==> src/rtl/sha_miner_pkg.sv <==
package sha_miner_pkg;

	typedef logic [31:0]  word_t;
	typedef logic [255:0] digest_t;
	typedef logic [511:0] block_t;
	typedef logic [31:0]  nonce_t;

	localparam int ROUNDS = 64;

	// From the issue register to the found register there are 64 + 1 + 64 + 1 cycles of hashing
	// plus the compare.
	localparam int PIPE_LATENCY = 131;

	localparam word_t SHA_K [0:63] = '{
		32'h428a2f98, 32'h71374491, 32'hb5c0fbcf, 32'he9b5dba5,
		32'h3956c25b, 32'h59f111f1, 32'h923f82a4, 32'hab1c5ed5,
		32'hd807aa98, 32'h12835b01, 32'h243185be, 32'h550c7dc3,
		32'h72be5d74, 32'h80deb1fe, 32'h9bdc06a7, 32'hc19bf174,
		32'he49b69c1, 32'hefbe4786, 32'h0fc19dc6, 32'h240ca1cc,
		32'h2de92c6f, 32'h4a7484aa, 32'h5cb0a9dc, 32'h76f988da,
		32'h983e5152, 32'ha831c66d, 32'hb00327c8, 32'hbf597fc7,
		32'hc6e00bf3, 32'hd5a79147, 32'h06ca6351, 32'h14292967,
		32'h27b70a85, 32'h2e1b2138, 32'h4d2c6dfc, 32'h53380d13,
		32'h650a7354, 32'h766a0abb, 32'h81c2c92e, 32'h92722c85,
		32'ha2bfe8a1, 32'ha81a664b, 32'hc24b8b70, 32'hc76c51a3,
		32'hd192e819, 32'hd6990624, 32'hf40e3585, 32'h106aa070,
		32'h19a4c116, 32'h1e376c08, 32'h2748774c, 32'h34b0bcb5,
		32'h391c0cb3, 32'h4ed8aa4a, 32'h5b9cca4f, 32'h682e6ff3,
		32'h748f82ee, 32'h78a5636f, 32'h84c87814, 32'h8cc70208,
		32'h90befffa, 32'ha4506ceb, 32'hbef9a3f7, 32'hc67178f2
	};

	// Word a sits in the top bits.
	localparam digest_t SHA_IV = {
		32'h6a09e667, 32'hbb67ae85, 32'h3c6ef372, 32'ha54ff53a,
		32'h510e527f, 32'h9b05688c, 32'h1f83d9ab, 32'h5be0cd19
	};

	typedef enum logic [1:0] {
		SWEEP_IDLE,
		SWEEP_RUN,
		SWEEP_DRAIN
	} sweep_state_t;

endpackage

==> src/rtl/sha_result_check.sv <==
`timescale 1ns/1ps

module sha_result_check import sha_miner_pkg::*; (
	input  logic    clk,
	input  logic    rst_n_i,
	input  logic    issue_valid_i,
	input  nonce_t  issue_nonce_i,
	input  logic    digest_valid_i,
	input  digest_t digest_i,
	input  digest_t target_i,
	output logic    found_o,
	output nonce_t  found_nonce_o,
	output digest_t found_digest_o
);

	logic    valid_dly [0:PIPE_LATENCY-2];
	nonce_t  nonce_dly [0:PIPE_LATENCY-2];
	digest_t hash_value;
	logic    hit;

	// The nonce lines up with its digest after the hasher's 130 cycles.
	always_ff @(posedge clk or negedge rst_n_i) begin
		if (!rst_n_i) begin
			for (int i = 0; i < PIPE_LATENCY - 1; i++) begin
				valid_dly[i] <= 1'b0;
			end
		end else begin
			valid_dly[0] <= issue_valid_i;
			for (int i = 1; i < PIPE_LATENCY - 1; i++) begin
				valid_dly[i] <= valid_dly[i-1];
			end
		end
	end

	always_ff @(posedge clk) begin
		nonce_dly[0] <= issue_nonce_i;
		for (int i = 1; i < PIPE_LATENCY - 1; i++) begin
			nonce_dly[i] <= nonce_dly[i-1];
		end
	end

	// Bitcoin compares the digest as a little-endian number.
	assign hash_value = {<<8{digest_i}};
	assign hit = digest_valid_i && valid_dly[PIPE_LATENCY-2] && (hash_value <= target_i);

	always_ff @(posedge clk or negedge rst_n_i) begin
		if (!rst_n_i) begin
			found_o <= 1'b0;
		end else begin
			found_o <= hit;
		end
	end

	always_ff @(posedge clk) begin
		if (hit) begin
			found_nonce_o  <= nonce_dly[PIPE_LATENCY-2];
			found_digest_o <= digest_i;
		end
	end

endmodule

==> config.mk <==
export PLATFORM = sky130hd
export DESIGN_NAME = sha_result_check
export DESIGN_NICKNAME = d
export VERILOG_FILES = /design/src/rtl/sha_miner_pkg.sv /design/src/rtl/sha_result_check.sv
export SDC_FILE = /design/constraint.sdc
export NUM_CORES = 2
export LEC_CHECK = 0
export BUFFER_PORTS_ARGS = -buffer_cell sky130_fd_sc_hd__buf_4
export CORE_MARGIN = 2
export CORE_UTILIZATION = 50
export CTS_CLUSTER_DIAMETER = 100
export DETAILED_ROUTE_END_ITERATION = 8
export PLACE_DENSITY = 0.75
export SLEW_MARGIN = 0
export SYNTH_ARGS = -nofsm -noshare
export SYNTH_HDL_FRONTEND = slang
export SYNTH_MEMORY_MAX_BITS = 65536
export SYNTH_SLANG_ARGS = --single-unit
==> constraint.sdc <==
create_clock -name clk -period 22.4 [get_ports clk]
set_clock_uncertainty 0.2 [all_clocks]
set_input_delay 2.24 -clock clk [delete_from_list [all_inputs] [get_ports clk]]
set_output_delay 2.24 -clock clk [all_outputs]
set_load 0.005 [all_outputs]
==> qor.csv <==
stage,metric,value,unit
logic_synthesis,yosysSeqAreaShare,93.6,%
clock_network,post_cts_resized,0,
timing,finalHoldViolations,0,
grt,grt_max_degree,182,
timing,drv_slew,0,
drt,first_pass_iters,5,
drt,antenna_left,0,
logic_synthesis,synth-seq-cells,4579,
worst_setup_path,worstPathRequired,22710,ps
grt,grt_pass1_vias,49300,
worst_setup_path,crit_chain,buf_4 > inv_1 > ha_1 > nand4_1 > nor4_1 > nand4_1 > nor4_2 > and3_1 > nand4_1 > nor2_1 > o21bai_4 > buf_4 > buf_4,
logic_synthesis,synthTopCellsByArea,"dfxtp_1 82%, edfxtp_1 8.5%, dfrtp_1 3.2%",
logic_synthesis,synthArstFlopShare,2.86,%
finish,drive_gt1_share,20.7,%
clock_network,postCtsSetupBuffers,0,
place,place.gp.congestion,1.05,
logic_synthesis,ys_types,40,
clock_network,clk_latency,940,ps
worst_setup_path,rrSetupSlack,18010,ps
timing,finalCritPeriodShare,31.2,%
grt,grt_util_met2,57.9,%
floorplanning,die_w,455,microns
worst_setup_path,worstPathArrival,7290,ps
worst_setup_path,r2r_start,valid_dly[0],
worst_setup_path,endpoint,found_digest_o[87],
worst_setup_path,crit_type,input port to register,
timing,rsz0062_at_grt,false,
place,hpwl,205,mm
worst_setup_path,startpoint,target_i[243],
worst_setup_path,r2r.worst_path.cells,8,
floorplanning,start_util,50.3,%
logic_synthesis,synth_compound_area_share,1.15,%
drt,vias_per_cell,4.57,
logic_synthesis,synth_edf_count,288,
logic_synthesis,yosys.area.top_type_share,81.9,%
logic_synthesis,synth_nets,6316,
drt,dr_total_vias,44600,
grt,antenna_found_initial,127,
drt,drt_iter0_markers,3188,
timing,setup_slack,15420,ps
clock_network,cts.sinks,4579,
grt,met1_usage,29.9,%
logic_synthesis,synth_xor_area_share,0,%
worst_setup_path,start_kind,input port,
finish,nets,7552,
grt,top_usage_layer,met2,
power_and_ir_drop,ir_drop,103,uV
finish,area_growth,22.3,%
clock_network,clk_pin_slew,70,ps
drt,drc,0,
drt,wl_per_cell,32.0,microns
clock_network,cts-buffers-inserted,392,
logic_synthesis,synth-simple-area-share,1.13,%
drt,wirelength,312,mm
finish,final_common_cell,dfxtp_1,
worst_setup_path,cp_max_fo,61,
floorplanning,core_area,202000,sq um
place,post-place-ws,14550,ps
finish,n_fill_cell,13100,
clock_network,root_buffer,clkbuf_16,
worst_setup_path,endpoint_kind,register,
logic_synthesis,postSynthAreaPerCell,18.5,sq um
timing,worst_slew_pin_slew,1130,ps
floorplanning,rows,165,
logic_synthesis,ys_warn_count,0,
logic_synthesis,syn_inst,5512,
logic_synthesis,synth_area,102000,sq um
grt,met3_usage,4.56,%
timing,finalSetupViolations,0,
grt,grt_pass1_wl,407,mm
grt,grt_overflow,0,
logic_synthesis,synth_area_leader_cell,dfxtp_1,
logic_synthesis,synth.area.mux_share,0,%
finish,final_cell_mix,"4160 x dfxtp_1, 838 x buf_4, 405 x clkbuf_16, 288 x edfxtp_1, 260 x inv_1",
worst_setup_path,rr_endpoint,found_digest_o[87],
logic_synthesis,synth_fa_ha_area_share,3.15,%
floorplanning,pin_count,837,
worst_hold_path,hp-class,register to register,
clock_network,cts_tree,done,
clock_network,clockBufferDepth,4,
place,io_buffers,836,
power_and_ir_drop,power_density,126,nW/um^2
clock_network,cts.htree.levels,5,
worst_setup_path,crit_slowest_cell,buf_4,
logic_synthesis,synth_top_family_by_area,adder cells,
worst_setup_path,max_stage_delay,790,ps
timing,final.min_clock_period,6980,ps
floorplanning,die_area,207000,sq um
grt,grt_usage,29.6,%
clock_network,cts_hold_buf,0,
logic_synthesis,synth_flop_cell,dfxtp_1,
timing,tns,0,ps
status,status,"finished, final reports clean",
flow_run,drv_cap,0,
power_and_ir_drop,total_leakage_power,52.9,nW
timing,relSlewSlack,24.5,%
floorplanning,die_h,455,microns
timing,fmax,143,MHz
[metrics by stage]
| step | hold slack [ps] | total power, mW | instance area, sq um | cells | util [%] |
|---|---|---|---|---|---|
| global placement | 110 | 8.85 | 111000 | 9025 | 55.1 |
| floorplan | 110 | 8.66 | 102000 | 5512 | - |
| finish | 45.4 | 15.7 | 124000 | 9755 | 61.6 |
| detailed placement | 112 | 8.88 | 111000 | 9025 | 55.1 |
| CTS | 50.0 | 15.8 | 124000 | 9721 | 61.5 |
| global route | 57.6 | 16.1 | 124000 | 9745 | 61.5 |
[cell type report]
| cell class | count | area (sq um) | area share [%] |
|---|---|---|---|
| flip-flops and latches | 4579 | 95200 | 76.5 |
| clock buffers | 569 | 11500 | 9.24 |
| repair buffers | 842 | 6360 | 5.11 |
| multi-input cells | 673 | 5550 | 4.46 |
| well taps | 2672 | 3340 | 2.69 |
| clock inverters | 127 | 1390 | 1.12 |
| inverters | 260 | 976 | 0.784 |
| diodes | 33 | 82.6 | 0.0664 |
[logic make-up (layout without fill, tap and decap cells)]
group	count (synthesis)	after routing
adder cells (fa/ha/maj)	256	256
AO/OA/AOI/OAI	197	197
other	0	33
AND/OR/NAND/NOR	220	220
flip-flops	4579	4579
buffers and inverters	260	1798
[synthesized netlist by cell type (8+ instances only)]
library cell and number:
a21o_1 19, dfrtp_1 131, o21ai_1 9, inv_1 260, nor2_1 26, nand3_1 38
nor3_1 13, ha_1 256, nand2_1 64, a221oi_1 8, o21ai_0 23, edfxtp_1 288
a21oi_1 104, dfxtp_1 4160, nand4_1 52
[flip-flops by register name, indices dropped and copies added (netlist names)]
register and count:
nonce_dly 4160, found_digest_o 256, valid_dly 130, found_nonce_o 32, found_o 1
[power breakdown]
group          switching (mW)  internal [mW]  total, mW
clock network            3.13           3.85       6.98
registers              0.0775           8.38       8.46
logic                   0.155          0.109      0.264
total                    3.37           12.3       15.7
[worst max-delay path: cells and delay by family]
| kind | cells | cell delay, ps |
|---|---|---|
| AO/OA/AOI/OAI | 1 | 170 |
| buffers and inverters | 4 | 1840 |
| AND/OR/NAND/NOR | 7 | 2560 |
| adder cells (fa/ha/maj) | 1 | 400 |
[worst min-delay path by stage]
stage / start / depth (start not counted) / endpoint / slack, ps
floorplan: nonce_dly[99][0] / 0 / nonce_dly[100][0] / 110
global placement: nonce_dly[122][1] / 0 / nonce_dly[123][1] / 110
detailed placement: nonce_dly[110][2] / 0 / nonce_dly[111][2] / 110
CTS: nonce_dly[28][30] / 0 / nonce_dly[29][30] / 50
global route: nonce_dly[89][29] / 0 / nonce_dly[90][29] / 60
finish: nonce_dly[78][24] / 0 / nonce_dly[79][24] / 50
[per-layer routing]
layer / part of all wire, % / vias to the layer above / routed length, microns
li1: - / 20200 / -
met1: 34 / 22100 / 105000
met2: 56 / 1586 / 175000
met3: 4.0 / 691 / 12600
met4: 6.3 / 2 / 19600
met5: 0.0035 / - / 11
(Power assumes the default switching activity.)
