[src/rtl/sha_miner_pkg.sv]
package sha_miner_pkg;

	typedef logic [31:0]  word_t;
	typedef logic [255:0] digest_t;
	typedef logic [511:0] block_t;
	typedef logic [31:0]  nonce_t;

	localparam int ROUNDS = 64;

	// From the issue register to the found register there are 64 + 1 + 64 + 1 cycles of hashing
	// plus the compare.
	localparam int PIPE_LATENCY = 131;

	localparam word_t SHA_K [0:63] = '{
		32'h428a2f98, 32'h71374491, 32'hb5c0fbcf, 32'he9b5dba5,
		32'h3956c25b, 32'h59f111f1, 32'h923f82a4, 32'hab1c5ed5,
		32'hd807aa98, 32'h12835b01, 32'h243185be, 32'h550c7dc3,
		32'h72be5d74, 32'h80deb1fe, 32'h9bdc06a7, 32'hc19bf174,
		32'he49b69c1, 32'hefbe4786, 32'h0fc19dc6, 32'h240ca1cc,
		32'h2de92c6f, 32'h4a7484aa, 32'h5cb0a9dc, 32'h76f988da,
		32'h983e5152, 32'ha831c66d, 32'hb00327c8, 32'hbf597fc7,
		32'hc6e00bf3, 32'hd5a79147, 32'h06ca6351, 32'h14292967,
		32'h27b70a85, 32'h2e1b2138, 32'h4d2c6dfc, 32'h53380d13,
		32'h650a7354, 32'h766a0abb, 32'h81c2c92e, 32'h92722c85,
		32'ha2bfe8a1, 32'ha81a664b, 32'hc24b8b70, 32'hc76c51a3,
		32'hd192e819, 32'hd6990624, 32'hf40e3585, 32'h106aa070,
		32'h19a4c116, 32'h1e376c08, 32'h2748774c, 32'h34b0bcb5,
		32'h391c0cb3, 32'h4ed8aa4a, 32'h5b9cca4f, 32'h682e6ff3,
		32'h748f82ee, 32'h78a5636f, 32'h84c87814, 32'h8cc70208,
		32'h90befffa, 32'ha4506ceb, 32'hbef9a3f7, 32'hc67178f2
	};

	// Word a sits in the top bits.
	localparam digest_t SHA_IV = {
		32'h6a09e667, 32'hbb67ae85, 32'h3c6ef372, 32'ha54ff53a,
		32'h510e527f, 32'h9b05688c, 32'h1f83d9ab, 32'h5be0cd19
	};

	typedef enum logic [1:0] {
		SWEEP_IDLE,
		SWEEP_RUN,
		SWEEP_DRAIN
	} sweep_state_t;

endpackage

[src/rtl/sha_nonce_sweeper.sv]
`timescale 1ns/1ps

module sha_nonce_sweeper import sha_miner_pkg::*; (
	input  logic         clk,
	input  logic         rst_n_i,
	input  logic         start_i,
	input  digest_t      midstate_i,
	input  word_t [0:2]  tail_i,
	input  digest_t      target_i,
	input  nonce_t       nonce_first_i,
	input  nonce_t       nonce_last_i,
	output logic         issue_valid_o,
	output nonce_t       issue_nonce_o,
	output digest_t      job_midstate_o,
	output word_t [0:2]  job_tail_o,
	output digest_t      job_target_o,
	output logic         busy_o,
	output logic         done_o
);

	sweep_state_t                      state_q;
	nonce_t                            nonce_last_q;
	logic [$clog2(PIPE_LATENCY)-1:0]   drain_cnt_q;
	logic                              accept;

	assign accept = (state_q == SWEEP_IDLE) && start_i;
	assign busy_o = (state_q != SWEEP_IDLE);

	always_ff @(posedge clk or negedge rst_n_i) begin
		if (!rst_n_i) begin
			state_q       <= SWEEP_IDLE;
			issue_valid_o <= 1'b0;
			done_o        <= 1'b0;
			drain_cnt_q   <= '0;
		end else begin
			done_o <= 1'b0;
			case (state_q)
				SWEEP_IDLE: begin
					if (start_i) begin
						state_q       <= SWEEP_RUN;
						issue_valid_o <= 1'b1;
					end
				end
				SWEEP_RUN: begin
					if (issue_nonce_o == nonce_last_q) begin
						state_q       <= SWEEP_DRAIN;
						issue_valid_o <= 1'b0;
						drain_cnt_q   <= '0;
					end
				end
				SWEEP_DRAIN: begin
					// The count starts one cycle after the last issue, so stop at latency minus two.
					drain_cnt_q <= drain_cnt_q + 1'b1;
					if (drain_cnt_q == PIPE_LATENCY - 2) begin
						state_q <= SWEEP_IDLE;
						done_o  <= 1'b1;
					end
				end
				default: begin
					state_q <= SWEEP_IDLE;
				end
			endcase
		end
	end

	// Job registers hold still for the whole sweep.
	always_ff @(posedge clk) begin
		if (accept) begin
			job_midstate_o <= midstate_i;
			job_tail_o     <= tail_i;
			job_target_o   <= target_i;
			nonce_last_q   <= nonce_last_i;
			issue_nonce_o  <= nonce_first_i;
		end else if (state_q == SWEEP_RUN) begin
			issue_nonce_o <= issue_nonce_o + 1'b1;
		end
	end

endmodule

[config.mk]
export PLATFORM = sky130hd
export DESIGN_NAME = sha_nonce_sweeper
export DESIGN_NICKNAME = d
export VERILOG_FILES = /design/src/rtl/sha_miner_pkg.sv /design/src/rtl/sha_nonce_sweeper.sv
export SDC_FILE = /design/constraint.sdc
export NUM_CORES = 1
export LEC_CHECK = 0
export BUFFER_PORTS_ARGS = -buffer_cell sky130_fd_sc_hd__buf_2
export CAP_MARGIN = 20
export CORE_AREA = 2 2 511 513
export CTS_BUF_LIST = sky130_fd_sc_hd__clkbuf_2
export DETAILED_ROUTE_END_ITERATION = 12
export DIE_AREA = 0 0 513 515
export PLACE_DENSITY = 0.3
export RECOVER_POWER = 100
export SYNTH_ARGS = -nofsm -noshare
export SYNTH_HDL_FRONTEND = slang
export SYNTH_SLANG_ARGS = --single-unit
[constraint.sdc]
create_clock -name clk -period 4.85 [get_ports clk]
set_input_delay 1.455 -clock clk [delete_from_list [all_inputs] [get_ports clk]]
set_output_delay 1.455 -clock clk [all_outputs]
set_load 0.02 [all_outputs]
==> results of run 1 <==
==> worst paths after layout <==
path / cells past startpoint / start / endpoint
max in group asynchronous: 3 / rst_n_i / issue_valid_o
min reg2reg: 2 / issue_valid_o / issue_valid_o
min: 3 / start_i / state_q[0]
max reg2reg: 4 / state_q[1] / job_midstate_o[13]
min in group asynchronous: 3 / rst_n_i / drain_cnt_q[7]
max: 1 / issue_nonce_o[15] / issue_nonce_o[15]
==> metal layers <==
layer / GRT usage / up-vias / routed length, um
li1: - / 8409 / -
met1: 0.1480 / 9256 / 69600
met2: 0.1896 / 1299 / 73930
met3: 0.06054 / 360 / 19340
met4: 0.03569 / 64 / 4966
met5: 0 / - / 417
==> stage by stage <==
stage | utilization | instances
2_1_floorplan | - | 947
3_3_place_gp | 0.1287 | 5683
3_5_place_dp | 0.1287 | 5683
4_1_cts | 0.1623 | 6739
5_1_grt | 0.1579 | 6775
6_report | 0.1583 | 6821
==> cells in the mapped netlist, drive strengths merged <==
cell type	number
ha	3
o21ai	32
and2	1
nor4	12
nand2b	2
a21oi	4
nor3b	1
xnor2	20
and4	5
dfrtp	12
nor3	15
or4	1
nand3	15
nand2	41
buf	5
xor2	44
clkbuf	8
nor2	20
nand4	11
a21o	1
mux2i	1
edfxtp	672
o22ai	2
o311ai	1
or2	1
and3	7
nor2b	1
dlygate4sd1	1
inv	8
==> final cells by class <==
cell class,count,area share
timing repair buffer,2022,0.3058
clock buffer,299,0.03656
multi-input combinational,241,0.03678
tap,3402,0.1040
sequential,684,0.5004
inverter,8,0.0008254
antenna,82,0.005013
clock inverter,83,0.01064
==> what timing repair did <==
item,CTS,global route
hold endpoints to repair,684,0
buffers inserted,0,0
hold buffers,674,0
==> report_power, final <==
part	switching [W]	internal, W
combinational	0.000561	0.000626
clock	0.00304	0.00183
sequential	0.000122	0.00655
==> flip-flops by register name, indices dropped and copies added (netlist names) <==
signal,cells
nonce_last_q,32
issue_valid_o,1
job_tail_o,96
job_midstate_o,256
state_q,2
done_o,1
job_target_o,256
drain_cnt_q,8
issue_nonce_o,32
==> tightest hold or removal path: stages <==
cell and delay, ns:
buf_2 0.09, nand2_1 0.29, o21ai_0 0.18
==> cells by family (layout without fill, tap and decap cells) <==
logic type / after synthesis / in the layout
DFF: 684 / 684
and+or+nand+nor: 133 / 133
xor gates and xnor gates: 64 / 64
AOI/OAI and AO/OA: 40 / 40
buffers and inverters: 22 / 2412
adders and majority gates: 3 / 3
muxes: 1 / 1
other: 0 / 82
==> flow_summary.json, run 1 <==
{
  "final_cell_area_mm2": 0.04093,
  "synth_xor_area_frac": 0.02535,
  "syn-num-nets": 1625,
  "die_h_um": 515,
  "slowest_delay_ns": 0.57,
  "synth.top_cell.area_share": 0.9125,
  "clockRootBuffer": "clkbuf_2",
  "synth_mux_area_frac": 0.0004526,
  "antenna_left": 0,
  "yosysWarnings": 0,
  "post_dp_cell_area_mm2": 0.03328,
  "crit_fanout": 6,
  "initial_core_util": 0.08553,
  "yosys-top-cells-area": "edfxtp_1 (91%), xor2_1 (1.7%), dfrtp_1 (1.4%)",
  "vias_per_cell": 2.842,
  "seq_area_frac_synth": 0.9261,
  "clk_pin_slew_worst_paths_ns": 0.09,
  "grt_pass1_wl_um": 210000,
  "skew_ns": 0.1149,
  "worstHoldPathType": "input port to flop",
  "die_x_um": 513,
  "multi_input_area_mm2": 0.001505,
  "track_usage": 0.1223,
  "dp_hpwl_um": 140800,
  "ctsResizeCount": 0,
  "fin_nets": 3847,
  "firstDrtPassIters": 5,
  "clock-sinks": 684,
  "setup_violations": 0,
  "max_freq_mhz": 243.1,
  "clk_latency_ns": 1.55,
  "start_kind": "flop",
  "netlist_instances": 947,
  "h-tree-depth": 4,
  "end_kind": "output port",
  "vdd_drop_max_v": 0.0001862,
  "leakagePower_nw": 14.02,
  "synthSimpleGateAreaFrac": 0.03185,
  "port_buffers": 1317,
  "drv_slew": 78,
  "cts_tree": "done",
  "cp_cell_sequence": "clkbuf_1",
  "die_area_mm2": 0.2642,
  "syn2layout_area_growth_pct": 85.09,
  "core-area_mm2": 0.2585,
  "finalPower_w": 0.01273,
  "worst-r2r-setup-slack_ns": 0.85,
  "finalHoldViolCount": 0,
  "worstSetupPathType": "flop to output port",
  "maxCapViolCount": 2,
  "cts_buffers": 212,
  "ioPinCount": 1318,
  "period_needed_ns": 4.114,
  "antenna_found_initial": 199,
  "gp_congestion": 0.8432,
  "overflow": 0,
  "required_ns": 3.39,
  "synth-seq-cells": 684,
  "synth-adder-area-share": 0.001697,
  "setup_ws_ns": 0.7365,
  "grt_start_max_net_pins": 71,
  "crit_arrival_ns": 2.66,
  "fp-row-count": 187,
  "yosys.area.top_type": "edfxtp_1",
  "timing.final.crit_share": 0.8481,
  "place_ws_ns": 1.344,
  "drt_iter0_drc": 1129,
  "maxSlewHeadroom": -0.5195,
  "failed_checks": "max-capacitance violations, max-slew violations",
  "route.detailed.drc": 0,
  "fillers": 29240,
  "grt_pass1_vias": 20440,
  "syn_area_mm2": 0.02211,
  "cts.path.max_buffers": 4,
  "routedWlPerCell_um": 24.67,
  "synth-compound-area-share": 0.009619,
  "path_delay_family": "buffers and inverters",
  "num_vias": 19390,
  "worst_hold_slack_ns": 0.5071,
  "slowest_stage": "clkbuf_1",
  "syn_avg_cell_area_um2": 23.35,
  "layout_commonest_cell": "clkbuf_1",
  "path_buf_inv": 1,
  "regArea_mm2": 0.02048,
  "ys_types": 37,
  "status": "finished, violations left",
  "setup_tns_ns": 0,
  "worst_pin_slew_ns": 2.279,
  "layout_common_cells": "clkbuf_1 (842), dlygate4sd3_1 (674), edfxtp_1 (672)",
  "drt-total-wl_um": 168300,
  "drive_gt1_frac": 0.2526,
  "synth_top_family_by_area": "simple AND/OR/NAND/NOR gates",
  "power.density_mw_per_mm2": 311.0,
  "rsz0062_at_grt": "no"
}
No activity file was read; power rests on OpenSTA's default activity.
==> inputs of run 2 (changes only) <==
ABC_AREA = 1   (was default)
CORE_AREA = 2 2 509 511   (was 2 2 511 513)
DIE_AREA = 0 0 511 513   (was 0 0 513 515)
clock period = 3.4 ns   (was 4.85 ns; I/O delays follow)
==> flow_summary.json, run 2 <==
{
  "status": "did not finish",
  "failing_step": "clock tree synthesis",
  "stop_error": "[ERROR RSZ-0060] Max buffer count reached.",
  "synth.top_cell.area_share": 0.8959,
  "clock-sinks": 684,
  "initial_core_util": 0.08791,
  "post_cts_buffers": 33,
  "synth-seq-cells": 684,
  "yosys.area.top_type": "edfxtp_1",
  "h-tree-depth": 4,
  "synthArstFlopShare": 0.01754,
  "ys_types": 28,
  "synth-main-ff-cell": "edfxtp_1",
  "fp-row-count": 186,
  "clockRootBuffer": "clkbuf_2",
  "die_x_um": 511,
  "syn_avg_cell_area_um2": 20.08,
  "ctsResizeCount": 1017,
  "synth_most_common_cell": "edfxtp_1",
  "synth_edf_count": 672,
  "port_buffers": 1317,
  "netlist_instances": 1122,
  "yosys-top-cells-count": "edfxtp_1 (672), nand2_1 (184), inv_1 (52), nor2_1 (50), nand3_1 (24)",
  "syn-num-nets": 1800,
  "die_h_um": 513,
  "seq_area_frac_synth": 0.9092,
  "ioPinCount": 1318,
  "gp_congestion": 0.8651,
  "cts.path.max_buffers": 4,
  "syn_area_mm2": 0.02253,
  "cts_buffers": 207,
  "yosysWarnings": 0,
  "yosys-top-cells-area": "edfxtp_1 (90%), nand2_1 (3.1%), dfrtp_1 (1.3%)",
  "hold_buffers": 1250,
  "dp_hpwl_um": 144600
}
[run 2: logic make-up after synthesis]
family / after synthesis / synth area share
compound gates: 38 / 0.009110
flops: 684 / 0.9092
xor+xnor: 30 / 0.01166
buf+inv: 68 / 0.01144
simple gates: 299 / 0.05693
fa+ha+maj: 3 / 0.001667
[run 2: metrics by stage]
| step | utilization | setup slack, ns | hold slack, ns | cell area [um^2] | cells |
|---|---|---|---|---|---|
| 3_3_place_gp | 0.1317 | 0.7838 | 0.4990 | 33740 | 5848 |
| 3_5_place_dp | 0.1317 | 0.8003 | 0.5080 | 33740 | 5848 |
| 2_1_floorplan | - | 0.08361 | 0.4919 | 22550 | 1122 |
==> inputs of run 3 (changes only) <==
CORE_AREA = 2 2 515 517   (was 2 2 509 511)
CTS_BUF_LIST = default   (was sky130_fd_sc_hd__clkbuf_2)
DIE_AREA = 0 0 517 519   (was 0 0 511 513)
PLACE_DENSITY = default   (was 0.3)
PLACE_DENSITY_LB_ADDON = 0.15   (was default)
clock period = 4.4 ns   (was 3.4 ns; I/O delays follow)
==> flow_summary.json, run 3 <==
{
  "status": "finished, violations left",
  "failed_checks": "max-capacitance violations, max-slew violations",
  "ys_types": 28,
  "cts.path.max_buffers": 4,
  "dp_hpwl_um": 134600,
  "crit_arrival_ns": 1.84,
  "path_delay_family": "buffers and inverters",
  "seq_area_frac_synth": 0.9092,
  "clockRootBuffer": "clkbuf_16",
  "drv_slew": 29,
  "core-area_mm2": 0.2634,
  "track_usage": 0.1137,
  "yosys-top-cells-area": "edfxtp_1 (90%), nand2_1 (3.1%), dfrtp_1 (1.3%)",
  "grt_pass1_vias": 17150,
  "die_x_um": 517,
  "skew_ns": 0.06292,
  "slowest_stage": "clkbuf_1",
  "synth_xor_area_frac": 0.01166,
  "cts_tree": "done",
  "setup_tns_ns": 0,
  "layout_common_cells": "clkbuf_1 (850), edfxtp_1 (672), buf_2 (504)",
  "ctsResizeCount": 0,
  "required_ns": 3.08,
  "layout_commonest_cell": "clkbuf_1",
  "synthArstFlopShare": 0.01754,
  "drive_gt1_frac": 0.2522,
  "synth-adder-area-share": 0.001666,
  "timing.final.crit_share": 0.7171,
  "syn_avg_cell_area_um2": 20.08,
  "h-tree-depth": 3,
  "fin_nets": 3237,
  "port_buffers": 1317,
  "drt-total-wl_um": 158600,
  "period_needed_ns": 3.155,
  "synth_most_common_cell": "edfxtp_1",
  "num_vias": 16870,
  "clk_latency_ns": 0.83,
  "min_from": "issue_valid_o",
  "worstSetupPathType": "flop to output port",
  "syn2layout_area_growth_pct": 58.43,
  "overflow": 0,
  "cts_buffers": 96,
  "grt_pass1_wl_um": 196000,
  "synthSimpleGateAreaFrac": 0.05693,
  "post_cts_buffers": 0,
  "cp-startpoint": "issue_nonce_o[29]",
  "fp-row-count": 189,
  "hold_buffers": 0,
  "yosys-top-cells-count": "edfxtp_1 (672), nand2_1 (184), inv_1 (52), nor2_1 (50), nand3_1 (24)",
  "slowest_delay_ns": 0.56,
  "vdd_drop_max_v": 0.0002632,
  "crit_fanout": 6,
  "synth-seq-cells": 684,
  "cp_cell_sequence": "clkbuf_1",
  "synth_top_family_by_area": "simple AND/OR/NAND/NOR gates",
  "drt_iter0_drc": 1038,
  "route.detailed.drc": 0,
  "finalHoldViolCount": 0,
  "routedWlPerCell_um": 25.67,
  "leakagePower_nw": 11.71,
  "clk_pin_slew_worst_paths_ns": 0.06,
  "maxCapViolCount": 1,
  "worstHoldPathType": "flop to flop",
  "ioPinCount": 1318,
  "gp_congestion": 0.8809,
  "synth.top_cell.area_share": 0.8959,
  "maxSlewHeadroom": -0.03755,
  "post_dp_cell_area_mm2": 0.03383,
  "final_cell_area_mm2": 0.03569,
  "vias_per_cell": 2.730,
  "grt_start_max_net_pins": 75,
  "path_buf_inv": 1,
  "clock-sinks": 684,
  "yosys.area.top_type": "edfxtp_1",
  "setup_violations": 0,
  "initial_core_util": 0.08551,
  "syn_area_mm2": 0.02253,
  "synth-main-ff-cell": "edfxtp_1",
  "yosysWarnings": 0,
  "die_h_um": 519,
  "firstDrtPassIters": 5,
  "synth_edf_count": 672,
  "antenna_left": 0,
  "rsz0062_at_grt": "no",
  "start_kind": "flop",
  "reg_top3": "job_midstate_o (256), job_target_o (256), job_tail_o (96)",
  "end_kind": "output port",
  "die_area_mm2": 0.2683,
  "rr_startpoint": "state_q[0]",
  "netlist_instances": 1122,
  "syn-num-nets": 1800,
  "synth_mux_area_frac": 0,
  "synth-compound-area-share": 0.009110,
  "worst_pin_slew_ns": 1.556,
  "power.density_mw_per_mm2": 486.6,
  "max_freq_mhz": 316.9,
  "antenna_found_initial": 175
}
[run 3: cell counts after synthesis]
Identical to the previous run, type by type.
[run 3: layout make-up]
cell class / instances / area [um^2]
flip-flops and latches: 684 / 20480
inverters: 59 / 229.0
fillers: 29990 / 227700
multi-input cells: 370 / 1775
diodes: 23 / 57.56
clock inverters: 47 / 426.7
clock buffers: 117 / 2532
repair buffers: 1348 / 5767
well taps: 3533 / 4420
[run 3: cells by family (layout without fill, tap and decap cells)]
group,count (synthesis),count (layout)
XOR/XNOR,30,30
AO/OA/AOI/OAI,38,38
flip-flops,684,684
AND/OR/NAND/NOR,299,299
other,0,23
adder cells (fa/ha/maj),3,3
buffers and inverters,68,1571
[run 3: worst register-to-register path: stages, from the launching register on]
cell	delay, ns
dfrtp_1	0.40
nor2_1	0.28
nand2_1	0.28
inv_8	0.36
buf_12	0.31
clkbuf_1	1.01
[run 3: worst paths after layout]
kind,slack [ns],cells after the start,to
max,1.24,1,issue_nonce_o[29]
min,0.49,2,issue_valid_o
max reg2reg,1.36,5,job_midstate_o[149]
min reg2reg,0.49,2,issue_valid_o
max in group asynchronous,3.25,1,drain_cnt_q[7]
min in group asynchronous,0.63,1,done_o
[run 3: through the flow]
stage / worst slack (ns) / util / power, W / std cells / hold slack (ns)
after floorplan: 0.7836 / - / 0.008803 / 1122 / 0.4919
after global routing: 0.9906 / 0.1353 / 0.01815 / 6163 / 0.5218
after detailed placement: 1.173 / 0.1284 / 0.01006 / 5994 / 0.4761
final: 1.245 / 0.1355 / 0.01736 / 6181 / 0.4903
after global placement: 1.184 / 0.1284 / 0.01009 / 5994 / 0.4609
after CTS: 1.184 / 0.1396 / 0.01791 / 6158 / 0.3702
[run 3: where the power goes]
group          internal, W  switching, W
combinational     0.000505       0.00130
sequential         0.00759      0.000348
clock              0.00442       0.00321
[run 3: metal layers]
layer | up-vias | track usage | routed length, um
met1 | 8098 | 0.1285 | 60380
met5 | - | 0 | 420
met4 | 66 | 0.02489 | 4096
met2 | 1214 | 0.1837 | 72090
li1 | 7110 | - | -
met3 | 385 | 0.06582 | 21660
==> inputs of run 4 (changes only) <==
ABC_AREA = 0   (was 1)
CORE_AREA = 2 2 511 513   (was 2 2 515 517)
DIE_AREA = 0 0 513 515   (was 0 0 517 519)
clock period = 3 ns   (was 4.4 ns; I/O delays follow)
==> flow_summary.json, run 4 (synthesis gave the netlist of run 1 again) <==
{
  "swShare": 0.2395,
  "max_freq_mhz": 353.8,
  "finalPower_w": 0.02350,
  "syn2layout_area_growth_pct": 59.97,
  "clockPowerShare": 0.493,
  "grt_start_max_net_pins": 64,
  "worstSetupPathType": "flop to output port",
  "drv_slew": 0,
  "drt-total-wl_um": 152600,
  "skew_ns": 0.03213,
  "die_x_um": 513,
  "die_h_um": 515,
  "reg2regPathDepth": 5,
  "reg_top3": "job_midstate_o (256), job_target_o (256), job_tail_o (96)",
  "r2r-end": "job_midstate_o[191]",
  "status": "finished, final reports clean",
  "route.detailed.drc": 0,
  "die_area_mm2": 0.2642,
  "power_frac_comb": 0.048,
  "clockRootBuffer": "clkbuf_16",
  "clock-sinks": 684,
  "worst_pin_slew_ns": 1.333,
  "crit_fanout": 6,
  "initial_core_util": 0.08553,
  "cts.path.max_buffers": 3,
  "routedWlPerCell_um": 25.82,
  "layout_commonest_cell": "clkbuf_1",
  "port_buffers": 1317,
  "fp-row-count": 187,
  "cp_cell_sequence": "clkbuf_1",
  "cp.depth": 1,
  "period_needed_ns": 2.826,
  "fin_nets": 3078,
  "crit_arrival_ns": 1.93,
  "firstDrtPassIters": 7,
  "end_kind": "output port",
  "worstHoldPathType": "input port to flop",
  "antenna_found_initial": 168,
  "h-tree-depth": 3,
  "finalHoldViolCount": 0,
  "ctsResizeCount": 0,
  "timing.final.crit_share": 0.9421,
  "drt_iter0_drc": 855,
  "gp_congestion": 0.8213,
  "core-area_mm2": 0.2585,
  "setup_tns_ns": 0,
  "holdPathStages": 1,
  "required_ns": 2.10,
  "p_sw_w": 0.005628,
  "vias_per_cell": 2.713,
  "track_usage": 0.1110,
  "min_from": "target_i[231]",
  "clk_pin_slew_worst_paths_ns": 0.06,
  "internal_power_w": 0.01787,
  "grt_pass1_wl_um": 188500,
  "path_buf_inv": 1,
  "vdd_drop_max_v": 0.0003886,
  "hold_buffers": 1,
  "min_to": "job_target_o[231]",
  "slowest_delay_ns": 0.62,
  "slowest_stage": "clkbuf_1",
  "maxSlewHeadroom": 0.1114,
  "rr_startpoint": "state_q[1]",
  "leakagePower_nw": 11.35,
  "post_dp_cell_area_mm2": 0.03357,
  "worst-r2r-setup-slack_ns": 0.29,
  "power.density_mw_per_mm2": 664.2,
  "cts_buffers": 93,
  "cts_tree": "done",
  "overflow": 0,
  "p_seq_frac": 0.460,
  "final_cell_area_mm2": 0.03538,
  "antenna_left": 0,
  "start_kind": "flop",
  "setup_violations": 0,
  "rsz0062_at_grt": "no",
  "num_vias": 16030,
  "post_cts_buffers": 0,
  "ioPinCount": 1318,
  "maxCapViolCount": 0,
  "layout_common_cells": "clkbuf_1 (862), edfxtp_1 (672), buf_2 (507)",
  "drive_gt1_frac": 0.2701,
  "path_delay_family": "buffers and inverters",
  "clk_latency_ns": 0.72,
  "grt_pass1_vias": 16470,
  "dp_hpwl_um": 129300
}
## run 4: cell count changes in the layout (fill, tap and decap cells not counted), sizes merged, moves of 9 or more
cell / before / now
nand3: 27 / 15
xor2: 10 / 44
o21ai: 22 / 32
a31oi: 9 / 0
inv: 63 / 14
clkbuf: 956 / 974
nand2: 185 / 41
nor2: 57 / 20
nor4: 2 / 12
## run 4: worst max-delay path by stage
stage,startpoint,to,slack [ns]
floorplan,start_i,job_midstate_o[0],-0.15
global placement,start_i,job_target_o[88],0.60
detailed placement,start_i,job_target_o[83],0.59
CTS,state_q[1],busy_o,0.11
global route,state_q[1],job_target_o[58],0.05
finish,issue_nonce_o[21],issue_nonce_o[21],0.17
## run 4: cell type report
class                   count  area, um^2
flip-flops and latches    684       20480
fillers                 29190      223200
repair buffers           1372        5891
diodes                     30       75.07
well taps                3402        4257
clock buffers             115        2471
clock inverters            57       645.6
multi-input cells         241        1510
inverters                   8       46.29
## run 4: per-stage QoR
stage / setup WS, ns / std cells / utilization / hold slack (ns)
final: 0.1738 / 5909 / 0.1368 / 0.3357
after global routing: 0.04935 / 5883 / 0.1366 / 0.2676
after CTS: 0.1144 / 5879 / 0.1419 / 0.2292
after detailed placement: 0.5932 / 5706 / 0.1298 / 0.4886
after global placement: 0.5966 / 5706 / 0.1298 / 0.5123
after floorplan: -0.1508 / 947 / - / 0.5171
## run 4: power groups by stage
stage	Clock, W	Combinational, W	Sequential (W)
after floorplan	0	0.000243	0.0110
after global placement	0	0.00126	0.0110
after detailed placement	0	0.00123	0.0110
after CTS	0.0122	0.00124	0.0108
after global routing	0.0124	0.00123	0.0108
final	0.0116	0.00112	0.0108
## run 4: routing by layer
| metal | wire, um | GRT usage | up-vias |
|---|---|---|---|
| met5 | 562 | 0 | - |
| met4 | 3786 | 0.02549 | 84 |
| met3 | 19820 | 0.06571 | 339 |
| met2 | 69330 | 0.1783 | 1158 |
| met1 | 59100 | 0.1252 | 7742 |
| li1 | - | - | 6711 |
